--- src/source/hbm_cfg_pkg.sv ---
`default_nettype none

package hbm_cfg_pkg;

    //////////////////////////////////////////////////
    // topology

    localparam int ENGINE_NUM       = 2;                              // downstream engines
    localparam int CHANS_PER_ENGINE = 2;                              // merged per engine
    localparam int CHAN_NUM         = ENGINE_NUM * CHANS_PER_ENGINE;  // hbm pseudo-channels

    //////////////////////////////////////////////////
    // datapath widths

    localparam int CHAN_DATA_W   = 64;                                // one rdata beat
    localparam int ENGINE_DATA_W = 128;                               // channel pair side by side
    localparam int HBM_ADDR_W    = 33;                                // 8G byte space

    //////////////////////////////////////////////////
    // read bursts and buffering

    localparam int BURST_BEATS = 4;                                   // arlen + 1
    localparam int BURST_CNT_W = 16;                                  // bursts per channel per run
    localparam int FIFO_DEPTH  = 16;                                  // power of two, pointers wrap

    // credits the engine owns out of reset
    localparam int CREDIT_MAX = 4;

    // start_um width toward the engine
    localparam int START_UM_CYCLES = 3;

endpackage

`default_nettype wire

--- src/source/hbm_types_pkg.sv ---
`default_nettype none

package hbm_types_pkg;

    //////////////////////////////////////////////////
    // vectors

    typedef logic [hbm_cfg_pkg::HBM_ADDR_W-1:0]    hbm_addr_t;    // byte address
    typedef logic [hbm_cfg_pkg::CHAN_DATA_W-1:0]   chan_data_t;   // one channel beat
    typedef logic [hbm_cfg_pkg::ENGINE_DATA_W-1:0] engine_data_t; // merged word
    typedef logic [hbm_cfg_pkg::BURST_CNT_W-1:0]   burst_cnt_t;

    // counts up to CREDIT_MAX inclusive
    typedef logic [$clog2(hbm_cfg_pkg::CREDIT_MAX+1)-1:0] credit_t;

    // words per run, burst count times beats
    typedef logic [hbm_cfg_pkg::BURST_CNT_W+$clog2(hbm_cfg_pkg::BURST_BEATS)-1:0] word_cnt_t;

    typedef logic [$clog2(hbm_cfg_pkg::FIFO_DEPTH)-1:0]   fifo_ptr_t;
    typedef logic [$clog2(hbm_cfg_pkg::FIFO_DEPTH+1)-1:0] fifo_cnt_t;  // 0..DEPTH

    //////////////////////////////////////////////////
    // axi read channels

    typedef struct packed {
        hbm_addr_t  addr;   // araddr
        logic [7:0] len;    // arlen, beats - 1
    } ar_req_t;

    typedef struct packed {
        chan_data_t data;   // rdata
        logic       last;   // rlast
    } r_beat_t;

    //////////////////////////////////////////////////
    // state machines

    typedef enum logic {
        IDLE,
        RUN
    } run_state_e;

    typedef enum logic [1:0] {
        AR_IDLE,
        AR_ISSUE,
        AR_DONE
    } ar_state_e;

endpackage

`default_nettype wire

--- src/source/hbm_araddr_gen.sv ---
`timescale 1ns/1ps
`default_nettype none

module hbm_araddr_gen (
    input  wire                            hbm_clk,
    input  wire                            hbm_rstn,
    input  wire                            run_start_i,
    input  wire hbm_types_pkg::burst_cnt_t burst_cnt_i,   // stable over the run
    input  wire hbm_types_pkg::hbm_addr_t  stride_i,      // stable over the run
    output logic                           ar_valid_o,
    output hbm_types_pkg::ar_req_t         ar_o,
    input  wire                            ar_ready_i
);

    hbm_types_pkg::ar_state_e  state;
    hbm_types_pkg::hbm_addr_t  addr_acc;   // address of the pending request
    hbm_types_pkg::burst_cnt_t issued;     // accepted so far

    assign ar_valid_o = (state == hbm_types_pkg::AR_ISSUE);
    assign ar_o       = '{addr: addr_acc, len: 8'(hbm_cfg_pkg::BURST_BEATS - 1)};

    //////////////////////////////////////////////////
    // burst issue

    always_ff @(posedge hbm_clk) begin
        if (!hbm_rstn) begin
            state    <= hbm_types_pkg::AR_IDLE;
            addr_acc <= '0;
            issued   <= '0;
        end else begin
            case (state)
                hbm_types_pkg::AR_IDLE, hbm_types_pkg::AR_DONE: begin
                    if (run_start_i) begin
                        addr_acc <= '0;                 // runs start at base 0
                        issued   <= '0;
                        state    <= (burst_cnt_i == '0) ? hbm_types_pkg::AR_DONE
                                                        : hbm_types_pkg::AR_ISSUE;
                    end
                end
                hbm_types_pkg::AR_ISSUE: begin
                    if (ar_ready_i) begin              // handshake, step to next burst
                        issued   <= issued + 1'b1;
                        addr_acc <= addr_acc + stride_i;
                        if (issued == burst_cnt_i - 1'b1) state <= hbm_types_pkg::AR_DONE;
                    end
                end
                default: state <= hbm_types_pkg::AR_IDLE;
            endcase
        end
    end

    // held request under arready backpressure
    a_ar_hold: assert property (@(posedge hbm_clk) disable iff (!hbm_rstn)
        (ar_valid_o && !ar_ready_i) |=> (ar_valid_o && $stable(ar_o)));

endmodule

`default_nettype wire

--- src/source/hbm_chan_fifo.sv ---
`timescale 1ns/1ps
`default_nettype none

module hbm_chan_fifo (
    input  wire                            hbm_clk,
    input  wire                            hbm_rstn,
    input  wire                            r_valid_i,
    input  wire hbm_types_pkg::r_beat_t    r_i,          // rlast unused, merge counts beats
    output logic                           r_ready_o,
    output hbm_types_pkg::chan_data_t      head_o,
    output logic                           not_empty_o,
    input  wire                            pop_i
);

    hbm_types_pkg::chan_data_t mem [hbm_cfg_pkg::FIFO_DEPTH];
    hbm_types_pkg::fifo_ptr_t  wr_ptr, rd_ptr;   // wrap by width
    hbm_types_pkg::fifo_cnt_t  cnt, cnt_next;
    logic                      push;

    assign push        = r_valid_i && r_ready_o;   // rdata handshake
    assign cnt_next    = cnt + hbm_types_pkg::fifo_cnt_t'(push)
                             - hbm_types_pkg::fifo_cnt_t'(pop_i);
    assign head_o      = mem[rd_ptr];                // show-ahead
    assign not_empty_o = (cnt != '0);

    //////////////////////////////////////////////////
    // pointers and occupancy

    always_ff @(posedge hbm_clk) begin
        if (!hbm_rstn) begin
            wr_ptr    <= '0;
            rd_ptr    <= '0;
            cnt       <= '0;
            r_ready_o <= 1'b0;
        end else begin
            if (push)  wr_ptr <= wr_ptr + 1'b1;
            if (pop_i) rd_ptr <= rd_ptr + 1'b1;
            cnt       <= cnt_next;
            // ready while an entry is free next cycle
            r_ready_o <= (cnt_next != hbm_types_pkg::fifo_cnt_t'(hbm_cfg_pkg::FIFO_DEPTH));
        end
    end

    // storage
    always_ff @(posedge hbm_clk) begin
        if (push) mem[wr_ptr] <= r_i.data;
    end

    // merge must wait for both sides
    a_no_underflow: assert property (@(posedge hbm_clk) disable iff (!hbm_rstn)
        pop_i |-> not_empty_o);

endmodule

`default_nettype wire

--- src/source/hbm_engine_merge.sv ---
`timescale 1ns/1ps
`default_nettype none

module hbm_engine_merge (
    input  wire                            hbm_clk,
    input  wire                            hbm_rstn,
    input  wire                            run_start_i,
    input  wire hbm_types_pkg::burst_cnt_t burst_cnt_i,
    input  wire hbm_types_pkg::chan_data_t head0_i,       // even channel
    input  wire hbm_types_pkg::chan_data_t head1_i,       // odd channel
    input  wire                            not_empty0_i,
    input  wire                            not_empty1_i,
    output logic                           pop_o,
    output logic                           eng_valid_o,
    output hbm_types_pkg::engine_data_t    eng_data_o,
    input  wire                            eng_credit_i,  // one pulse per consumed word
    output logic                           eng_done_o
);

    hbm_types_pkg::credit_t   credit;
    hbm_types_pkg::word_cnt_t word_cnt;      // words popped this run
    hbm_types_pkg::word_cnt_t word_target;

    assign word_target = hbm_types_pkg::word_cnt_t'(burst_cnt_i)
                       * hbm_types_pkg::word_cnt_t'(hbm_cfg_pkg::BURST_BEATS);

    // both heads present and engine has room
    assign pop_o = not_empty0_i && not_empty1_i && (credit != '0);

    //////////////////////////////////////////////////
    // credits, word count, done

    always_ff @(posedge hbm_clk) begin
        if (!hbm_rstn) begin
            credit      <= hbm_types_pkg::credit_t'(hbm_cfg_pkg::CREDIT_MAX);
            word_cnt    <= '0;
            eng_valid_o <= 1'b0;
            eng_done_o  <= 1'b1;                 // idle engine has nothing pending
        end else begin
            credit      <= credit - hbm_types_pkg::credit_t'(pop_o)
                                  + hbm_types_pkg::credit_t'(eng_credit_i);
            eng_valid_o <= pop_o;                // word lands one cycle after pop
            if (run_start_i) begin
                word_cnt   <= '0;
                eng_done_o <= 1'b0;
            end else begin
                if (pop_o) word_cnt <= word_cnt + 1'b1;
                if (word_cnt == word_target) eng_done_o <= 1'b1;
            end
        end
    end

    // payload, ch1 high / ch0 low
    always_ff @(posedge hbm_clk) begin
        if (pop_o) eng_data_o <= {head1_i, head0_i};
    end

    // engine returns no more than it was given
    a_credit_max: assert property (@(posedge hbm_clk) disable iff (!hbm_rstn)
        credit <= hbm_types_pkg::credit_t'(hbm_cfg_pkg::CREDIT_MAX));

endmodule

`default_nettype wire

--- src/source/hbm_read_top.sv ---
`timescale 1ns/1ps
`default_nettype none

module hbm_read_top (
    input  wire                                                          hbm_clk,
    input  wire                                                          hbm_rstn,
    input  wire                                                          start_i,
    input  wire hbm_types_pkg::burst_cnt_t                               burst_cnt_i,
    input  wire hbm_types_pkg::hbm_addr_t                                stride_i,
    // hbm read address, one per pseudo-channel
    output wire [hbm_cfg_pkg::CHAN_NUM-1:0]                              ar_valid_o,
    output wire hbm_types_pkg::ar_req_t [hbm_cfg_pkg::CHAN_NUM-1:0]      ar_o,
    input  wire [hbm_cfg_pkg::CHAN_NUM-1:0]                              ar_ready_i,
    // hbm read data
    input  wire [hbm_cfg_pkg::CHAN_NUM-1:0]                              r_valid_i,
    input  wire hbm_types_pkg::r_beat_t [hbm_cfg_pkg::CHAN_NUM-1:0]      r_i,
    output wire [hbm_cfg_pkg::CHAN_NUM-1:0]                              r_ready_o,
    // toward the engines, credit based
    output wire [hbm_cfg_pkg::ENGINE_NUM-1:0]                            eng_valid_o,
    output wire hbm_types_pkg::engine_data_t [hbm_cfg_pkg::ENGINE_NUM-1:0] eng_data_o,
    input  wire [hbm_cfg_pkg::ENGINE_NUM-1:0]                            eng_credit_i,
    output wire                                                          start_um_o,
    output wire                                                          busy_o
);

    wire                                                     run_start;  // one cycle, all channels
    wire [hbm_cfg_pkg::ENGINE_NUM-1:0]                       eng_done;
    wire [hbm_cfg_pkg::ENGINE_NUM-1:0]                       pop;        // shared by a fifo pair
    wire hbm_types_pkg::chan_data_t [hbm_cfg_pkg::CHAN_NUM-1:0] head;
    wire [hbm_cfg_pkg::CHAN_NUM-1:0]                         not_empty;

    hbm_start_ctrl start_ctrl_inst (
        .hbm_clk     (hbm_clk),
        .hbm_rstn    (hbm_rstn),
        .start_i     (start_i),
        .eng_done_i  (eng_done),
        .run_start_o (run_start),
        .start_um_o  (start_um_o),
        .busy_o      (busy_o)
    );

    //////////////////////////////////////////////////
    // per engine: two channels, one merge

    genvar e, c;
    generate
        for (e = 0; e < hbm_cfg_pkg::ENGINE_NUM; e++) begin : g_engine
            for (c = 0; c < hbm_cfg_pkg::CHANS_PER_ENGINE; c++) begin : g_chan
                hbm_araddr_gen araddr_gen_inst (
                    .hbm_clk     (hbm_clk),
                    .hbm_rstn    (hbm_rstn),
                    .run_start_i (run_start),
                    .burst_cnt_i (burst_cnt_i),
                    .stride_i    (stride_i),
                    .ar_valid_o  (ar_valid_o[e*hbm_cfg_pkg::CHANS_PER_ENGINE+c]),
                    .ar_o        (ar_o[e*hbm_cfg_pkg::CHANS_PER_ENGINE+c]),
                    .ar_ready_i  (ar_ready_i[e*hbm_cfg_pkg::CHANS_PER_ENGINE+c])
                );

                hbm_chan_fifo chan_fifo_inst (
                    .hbm_clk     (hbm_clk),
                    .hbm_rstn    (hbm_rstn),
                    .r_valid_i   (r_valid_i[e*hbm_cfg_pkg::CHANS_PER_ENGINE+c]),
                    .r_i         (r_i[e*hbm_cfg_pkg::CHANS_PER_ENGINE+c]),
                    .r_ready_o   (r_ready_o[e*hbm_cfg_pkg::CHANS_PER_ENGINE+c]),
                    .head_o      (head[e*hbm_cfg_pkg::CHANS_PER_ENGINE+c]),
                    .not_empty_o (not_empty[e*hbm_cfg_pkg::CHANS_PER_ENGINE+c]),
                    .pop_i       (pop[e])                   // both fifos drain together
                );
            end

            hbm_engine_merge engine_merge_inst (
                .hbm_clk      (hbm_clk),
                .hbm_rstn     (hbm_rstn),
                .run_start_i  (run_start),
                .burst_cnt_i  (burst_cnt_i),
                .head0_i      (head[e*hbm_cfg_pkg::CHANS_PER_ENGINE]),      // lower half
                .head1_i      (head[e*hbm_cfg_pkg::CHANS_PER_ENGINE+1]),    // upper half
                .not_empty0_i (not_empty[e*hbm_cfg_pkg::CHANS_PER_ENGINE]),
                .not_empty1_i (not_empty[e*hbm_cfg_pkg::CHANS_PER_ENGINE+1]),
                .pop_o        (pop[e]),
                .eng_valid_o  (eng_valid_o[e]),
                .eng_data_o   (eng_data_o[e]),
                .eng_credit_i (eng_credit_i[e]),
                .eng_done_o   (eng_done[e])
            );
        end
    endgenerate

endmodule

`default_nettype wire

--- src/source/hbm_start_ctrl.sv ---
`timescale 1ns/1ps
`default_nettype none

module hbm_start_ctrl (
    input  wire                                hbm_clk,
    input  wire                                hbm_rstn,
    input  wire                                start_i,      // asynchronous level
    input  wire [hbm_cfg_pkg::ENGINE_NUM-1:0]  eng_done_i,
    output logic                               run_start_o,
    output logic                               start_um_o,
    output logic                               busy_o
);

    logic                                            start_d1, start_d2;
    logic                                            launch;
    logic [$clog2(hbm_cfg_pkg::START_UM_CYCLES+1)-1:0] um_cnt;   // remaining start_um cycles
    hbm_types_pkg::run_state_e                       state;

    // rising edge seen only from idle
    assign launch = start_d1 && !start_d2 && (state == hbm_types_pkg::IDLE);
    assign busy_o = (state == hbm_types_pkg::RUN);

    always_ff @(posedge hbm_clk) begin
        if (!hbm_rstn) begin
            start_d1    <= 1'b0;
            start_d2    <= 1'b0;
            run_start_o <= 1'b0;
            state       <= hbm_types_pkg::IDLE;
        end else begin
            start_d1    <= start_i;
            start_d2    <= start_d1;
            run_start_o <= launch;
            case (state)
                hbm_types_pkg::IDLE: if (run_start_o) state <= hbm_types_pkg::RUN;
                hbm_types_pkg::RUN:  if (&eng_done_i) state <= hbm_types_pkg::IDLE; // all drained
                default:             state <= hbm_types_pkg::IDLE;
            endcase
        end
    end

    //////////////////////////////////////////////////
    // start_um stretch aligned with run_start_o

    always_ff @(posedge hbm_clk) begin
        if (!hbm_rstn) begin
            um_cnt     <= '0;
            start_um_o <= 1'b0;
        end else if (launch) begin
            um_cnt     <= $bits(um_cnt)'(hbm_cfg_pkg::START_UM_CYCLES - 1);
            start_um_o <= 1'b1;
        end else begin
            start_um_o <= (um_cnt != '0);
            if (um_cnt != '0) um_cnt <= um_cnt - 1'b1;
        end
    end

    // pulse length seen by the engine
    a_um_len: assert property (@(posedge hbm_clk) disable iff (!hbm_rstn)
        start_um_o [*hbm_cfg_pkg::START_UM_CYCLES] |=> !start_um_o);

endmodule

`default_nettype wire

--- config.mk ---
export PLATFORM = sky130hd
export DESIGN_NAME = hbm_read_top
export DESIGN_NICKNAME = d
export VERILOG_FILES = /design/src/source/hbm_cfg_pkg.sv /design/src/source/hbm_types_pkg.sv /design/src/source/hbm_araddr_gen.sv /design/src/source/hbm_chan_fifo.sv /design/src/source/hbm_engine_merge.sv /design/src/source/hbm_read_top.sv /design/src/source/hbm_start_ctrl.sv
export SDC_FILE = /design/constraint.sdc
export NUM_CORES = 2
export LEC_CHECK = 0
export BUFFER_PORTS_ARGS = -buffer_cell sky130_fd_sc_hd__buf_2
export CAP_MARGIN = 40
export CELL_PAD_IN_SITES_DETAIL_PLACEMENT = 1
export CELL_PAD_IN_SITES_GLOBAL_PLACEMENT = 2
export CORE_ASPECT_RATIO = 1.4
export CORE_MARGIN = 2
export CORE_UTILIZATION = 43
export DETAILED_ROUTE_END_ITERATION = 10
export GPL_TIMING_DRIVEN = 0
export MAX_ROUTING_LAYER = met4
export PLACE_DENSITY_LB_ADDON = 0.05
export SYNTH_ARGS = -nofsm -noshare
export SYNTH_HDL_FRONTEND = slang
export SYNTH_HIERARCHICAL = 1
export SYNTH_SLANG_ARGS = --single-unit
--- constraint.sdc ---
create_clock -name hbm_clk -period 7.2 [get_ports hbm_clk]
set_input_delay 1.8 -clock hbm_clk [delete_from_list [all_inputs] [get_ports hbm_clk]]
set_output_delay 1.8 -clock hbm_clk [all_outputs]
set_load 0.02 [all_outputs]
# --- After elaboration in Yosys (flattened, before gate mapping) ---
# Memories as Yosys holds them, arrays and structs flattened. A register that Yosys moved wholly into a read port is not among the register bits.
# Index checks and enable logic that the tools add are counted.
# Widths: inputs -> output; s select.
classes:
  n_addsub: 32
  bitwise: 2
  n_eq_ne: 30
  muxes: 50
  n_reduce_logical: 45
ops:
  columns: ["cell", "n"]
  rows:
  - ["$pmux 33 s2", 4]
  - ["$mux 33", 5]
  - ["$add 33x33->33", 4]
  - ["$pmux 16 s2", 4]
  - ["$mux 16", 5]
  - ["$add 16x1->16 const B", 4]
  - ["$eq 16x16->1", 4]
  - ["$add 18x1->18 const B", 2]
  - ["$eq 18x18->1", 2]
  - ["$add 4x1->4 const B", 8]
  - ["$mux 2", 12]
  - ["$ne 2x2->1 const B", 12]
  - ["$reduce_and 3->1", 8]
  - ["$add 5x1->5", 4]
  - ["$ne 5x5->1 const B", 4]
  - ["$reduce_bool 5->1", 4]
  - ["$sub 5x1->5", 4]
  - ["$logic_not 16->1", 1]
  - ["$pmux 2 s2", 4]
  - ["$reduce_bool 2->1", 8]
  - ["$sub 16x1->16 const B", 1]
  - ["$mux 1", 15]
  - ["$reduce_or 2->1", 6]
  - ["$logic_and 1x1->1", 10]
  - ["11 further kinds", 24]
totals:
  n_memories: 4
  register_bits: 313
  out_inout_bits: 432
  wordCells: 206
  in_bits: 322
  mem_bits_rw: 4096
memory_table:
  columns: ["name", "words", "word_bits", "rd", "rd_clocked_by_memory_dff", "wr", "line", "source"]
  rows:
  - ["g_engine[0].g_chan[0].chan_fifo_inst.mem", 16, 64, 1, 1, 1, "hbm_chan_fifo.sv:15", "hbm_types_pkg::chan_data_t mem [hbm_cfg_pkg::FIFO_DEPTH];"]
  - ["g_engine[0].g_chan[1].chan_fifo_inst.mem", 16, 64, 1, 1, 1, "hbm_chan_fifo.sv:15", null]
  - ["g_engine[1].g_chan[0].chan_fifo_inst.mem", 16, 64, 1, 1, 1, "hbm_chan_fifo.sv:15", null]
  - ["g_engine[1].g_chan[1].chan_fifo_inst.mem", 16, 64, 1, 1, 1, "hbm_chan_fifo.sv:15", null]

# --- Logic depth before layout (Yosys ltp) ---
logic_depth:
  word_depth: 5
  mapped_depth: 13
  ltp_nobuf: 12

# --- Cells and area by module ---
# Netlist, hierarchy kept.
by_module_without_submodules:
  columns: ["module", "n_inst", "area_per_inst_um2", "cells_each", "seq_area_each_um2"]
  rows:
  - ["hbm_chan_fifo at g_engine[0].g_chan[0].chan_fifo_inst ...", 3, 39113.8, 1663, 31109.8]
  - ["hbm_chan_fifo at g_engine[1].g_chan[1].chan_fifo_inst", 1, 39116.3, 1663, 31109.8]
  - ["hbm_araddr_gen at g_engine[0].g_chan[1].araddr_gen_inst ...", 3, 4171.5, 536, 1021.0]
  - ["hbm_engine_merge", 2, 5106.1, 271, 4304.1]
  - ["hbm_araddr_gen at g_engine[0].g_chan[0].araddr_gen_inst", 1, 4100.2, 528, 1021.0]
  - ["hbm_start_ctrl", 1, 220.2, 18, 140.1]

# --- Worst setup path after synthesis ---
# OpenSTA, ideal clock, no wires.
synth_timing:
  path_kind: "in2reg"
  from: "in r_valid_i[3] (netlist bit)"
  to: "mem g_engine[1].g_chan[1].chan_fifo_inst/mem[3][0] (netlist bit), enable pin"
  n_path_buf: 1
  setup_time_ps: 565
  arrival_ps: 6679
  path_stages: 4
  t_required_ps: 6635
  path_slack_ps: -43
  cell_sequence: "and2_1 -> clkbuf_1 -> nand2_1 -> nor3_1"
synth_between:
  elab_chain_cells: 3
synth_lines:
  columns: ["item", "line", "source"]
  rows:
  - ["start: declaration", "hbm_read_top.sv:15", "input wire [hbm_cfg_pkg::CHAN_NUM-1:0] r_valid_i,"]
  - ["$logic_and 1x1->1", "hbm_chan_fifo.sv:20", "assign push = r_valid_i && r_ready_o;"]
  - ["$mux 1", "hbm_chan_fifo.sv:46", "if (push) mem[wr_ptr] <= r_i.data;"]
  - ["$mux 1 (not written as such)", "hbm_chan_fifo.sv:46", null]
  - ["end: declaration", "hbm_chan_fifo.sv:15", null]
# Every way passes these cells.

# --- Final worst setup path ---
layout_timing:
  from: "reg g_engine[1].g_chan[1].chan_fifo_inst.cnt[3]"
  to: "reg g_engine[1].g_chan[0].chan_fifo_inst.r_ready_o"
layout_between:
  elab_chain_cells: 5
layout_lines:
  columns: ["item", "line", "source"]
  rows:
  - ["start: declaration", "hbm_chan_fifo.sv:17", "hbm_types_pkg::fifo_cnt_t cnt, cnt_next;"]
  - ["start signal: assignment", "hbm_chan_fifo.sv:38", "cnt <= cnt_next;"]
  - ["$reduce_bool 5->1", "hbm_chan_fifo.sv:24", "assign not_empty_o = (cnt != '0);"]
  - ["via not_empty (one bit)", "hbm_read_top.sv:30", "wire [hbm_cfg_pkg::CHAN_NUM-1:0] not_empty;"]
  - ["$logic_and 1x1->1 (2 in series)", "hbm_engine_merge.sv:28", "assign pop_o = not_empty0_i && not_empty1_i && (credit != '0);"]
  - ["via pop (one bit)", "hbm_read_top.sv:28", "wire [hbm_cfg_pkg::ENGINE_NUM-1:0] pop;"]
  - ["$sub 5x1->5", "hbm_chan_fifo.sv:22", "- hbm_types_pkg::fifo_cnt_t'(pop_i);"]
  - ["via g_engine[1].g_chan[0].chan_fifo_inst.cnt_next[1]", "hbm_chan_fifo.sv:17", null]
  - ["$ne 5x5->1", "hbm_chan_fifo.sv:40", "r_ready_o <= (cnt_next != hbm_types_pkg::fifo_cnt_t'(hbm_cfg_pkg::FIFO_DEPTH));"]
  - ["end signal: assignment", "hbm_chan_fifo.sv:40", null]
  - ["end: declaration", "hbm_chan_fifo.sv:9", "output logic r_ready_o,"]
# The timed path passes the listed nets, and every way through them passes these cells.
# A chain may end at the register's enable or synchronous reset.

==> flow_summary.yaml <==
clocking:
  clk_latency_ns: 1.01
  cts.path.max_buffers: 4
  cts_max_level: 5
  cts_tree: "done"
  clockRootBuffer: "clkbuf_16"
  holdBufCountCts: 0
  cts_made_buffers: 456
  cts_sinks: 4681
  cts.reportedPaths.clkPinSlew_ns: 0.07
  post_cts_resized: 0
  cts_setup_buffers: 0
floorplan:
  start_util_pct: 43.2
  die_w_um: 556
  io-pin-count: 754
  dieArea_um2: 432000
  core-area_um2: 425000
  row_count: 283
  die_h_um: 777
worst_setup_path:
  worst-path-max-fanout: 78
  crit_required_ns: 8.11
  setup.worst_path.end_class: "register"
  worstSetupPathType: "register to register"
  worstPathArrival_ns: 5.32
  critPathLaunchType: "register"
placed_design:
  place.gp.congestion: 0.835
  portBuffers: 717
  dp_hpwl_um: 358000
  dpl_cell_area_um2: 201000
  pre_cts_slack_ns: 2.26
final_layout:
  register_area_um2: 137000
  utilization_pct: 51.0
  mostFrequentLayoutCells: "edfxtp_1 (4352), mux4_2 (1024), buf_2 (773)"
  area_delta_synth_final_pct: 18.0
  multi_input_area_um2: 44100
  drive_gt1_share_pct: 27.1
  finish.instance_area_um2: 217000
  num-fill-cells: 38312
  layout_commonest_cell: "edfxtp_1"
  num-nets-final: 11411
synth:
  ys_types: 89
  synth_edf_count: 4352
  ys.flop_type: "edfxtp_1"
  ys_ff_latch: 4681
  postSynthCellCount: 9348
  synthArstFlopShare_pct: 0
  yosysSeqAreaShare_pct: 74.8
  syn_area_per_cell_um2: 19.6
  netlist_area_um2: 184000
  synth_warnings: 6
sta:
  rsz0062_at_grt: "false"
  maxSlewHeadroom_pct: 34.7
  final.setup.worst_slack_ns: 2.79
  hold_ws_ns: 0.452
  fin_skew_ns: 0.0652
  worst_slew_pin_slew_ns: 0.979
  finalSetupViolations: 0
  maxSlewViolCount: 0
  hold_viol: 0
  finalCritPeriodShare_pct: 61.3
  setup_tns_ns: 0
  clock.fmax_mhz: 227
  period_minus_slack_ns: 4.41
flow_run:
  drv_cap: 0
drt:
  vias_per_cell: 5.69
  firstDrtPassIters: 5
  dr.first_iter.drc_count: 7960
  ant_nets: 0
  drc: 0
  via_count: 96499
  drt-total-wl_um: 522000
  route.detailed.wl_per_inst_um: 30.8
power:
  powerDensity_nw_per_um2: 339
  leakagePower_uw: 0.0709
  worst_ir_drop_vdd_mv: 0.334
worst_hold_path:
  hp-class: "register to register"
global_route:
  first_global_vias: 105026
  grt_pass1_wl_um: 753000
  grt_use_total_pct: 24.8
  grt_max_degree: 79
  antenna_found_initial: 141
  grt_overflow: 0
outcome:
  status: "completed"
area by class of cell:
class                   instances  area share, %
flip-flops and latches       4681           63.4
multi-input cells            4140           20.4
clock buffers                 576           5.58
repair buffers               1057           4.67
well taps                    5557           3.21
clock inverters               282           1.38
plain buffers                 451           1.11
inverters                     100          0.173
diodes                        103          0.119
cell usage after synthesis (20+ instances only):
library cell  count  area, um^2
and3_1           39         244
a21boi_0         20         150
nand2_1         533        2000
a21o_1           63         473
and2_1           85         532
dfxtp_1         329        6590
buf_6            54         608
ha_1            192        2400
nand4_1          50         313
buf_2            59         295
buf_4            53         398
a22oi_1         569        4270
xnor2_1         134        1170
nor2b_1          86         538
or4_1            22         165
buf_1            45         169
nand2b_1         36         225
inv_1           100         375
edfxtp_1       4352      131000
xor2_1          151        1320
a21oi_1         180         901
mux4_2         1024       23100
nand3_1         105         526
o21a_1           21         158
o21ai_0         147         736
o211ai_1         28         210
nor3_1           56         280
clkbuf_1        238         893
or3_1            35         219
nor2_1          248         931
critical path, stage by stage, from the launching register on:
cell and delay [ns]:
dfxtp_1 0.35, inv_1 0.07, ha_1 0.18, or4b_2 0.21, o311a_1 0.57, buf_8 0.77, buf_16 0.44, ha_1 0.32
inv_1 0.05, ha_1 0.17, fa_1 0.44, or3_1 0.39, o31a_1 0.28
kinds of logic (layout without fill, tap and decap cells):
logic type	Yosys count	count (layout)	synth area share, %
buf+inv	551	2466	1.50
other cells	8	135	0.0164
xor+xnor	285	285	1.36
fa+ha+maj	202	202	1.42
compound gates	1179	1179	4.47
mux	1046	1046	12.7
simple gates	1396	1396	3.74
flops	4681	4681	74.8
stage by stage:
step	std cells	power, uW
final	16947	73400
after global routing	16929	76200
after CTS	16841	74300
after detailed placement	15983	50100
after global placement	15646	49100
after floorplan	9372	43300
state kept, by name, indices dropped and copies added (netlist names), named ones only:
name / count
g_engine.g_chan.araddr_gen_inst/state: 8
g_engine.g_chan.chan_fifo_inst/cnt: 20
g_engine.engine_merge_inst/eng_valid_o: 2
start_ctrl_inst/busy_o: 1
start_ctrl_inst/run_start_o: 1
g_engine.engine_merge_inst/credit: 6
start_ctrl_inst/start_um_o: 1
g_engine.g_chan.araddr_gen_inst/addr_acc: 132
g_engine.engine_merge_inst/eng_done_o: 2
g_engine.g_chan.chan_fifo_inst/wr_ptr: 16
g_engine.g_chan.chan_fifo_inst/r_ready_o: 4
start_ctrl_inst/um_cnt: 2
g_engine.g_chan.araddr_gen_inst/issued: 64
start_ctrl_inst/start_d2: 1
g_engine.g_chan.chan_fifo_inst/mem: 4096
start_ctrl_inst/start_d1: 1
g_engine.g_chan.chan_fifo_inst/rd_ptr: 16
g_engine.engine_merge_inst/eng_data_o: 256
g_engine.engine_merge_inst/word_cnt: 36
final timing paths:
| check | startpoint | to | slack [ns] | depth (start not counted) |
|---|---|---|---|---|
| worst max-delay path | g_engine[1].g_chan[1].chan_fifo_inst/cnt[3] | g_engine[1].g_chan[0].chan_fifo_inst/r_ready_o | 2.79 | 12 |
| worst min-delay path | start_ctrl_inst/um_cnt[0] | start_ctrl_inst/um_cnt[0] | 0.45 | 1 |
| worst max register to register | g_engine[1].g_chan[1].chan_fifo_inst/cnt[3] | g_engine[1].g_chan[0].chan_fifo_inst/r_ready_o | 2.79 | 12 |
| worst min register to register | start_ctrl_inst/um_cnt[0] | start_ctrl_inst/um_cnt[0] | 0.45 | 1 |
routing by layer:
metal | track usage (%) | vias to the layer above | part of all wire [%]
met2 | 42.0 | 2668 | 51
met5 | - | - | 0
met1 | 30.9 | 51637 | 40
met4 | 5.64 | 0 | 2.2
li1 | - | 41542 | -
met3 | 4.90 | 652 | 6.6
power breakdown:
group	internal, uW	switching [uW]	total (uW)
clock network	13700	10500	24200
logic	6840	9810	16700
registers	31700	781	32500
total	52200	21100	73400
No activity file was read; power rests on OpenSTA's default activity.
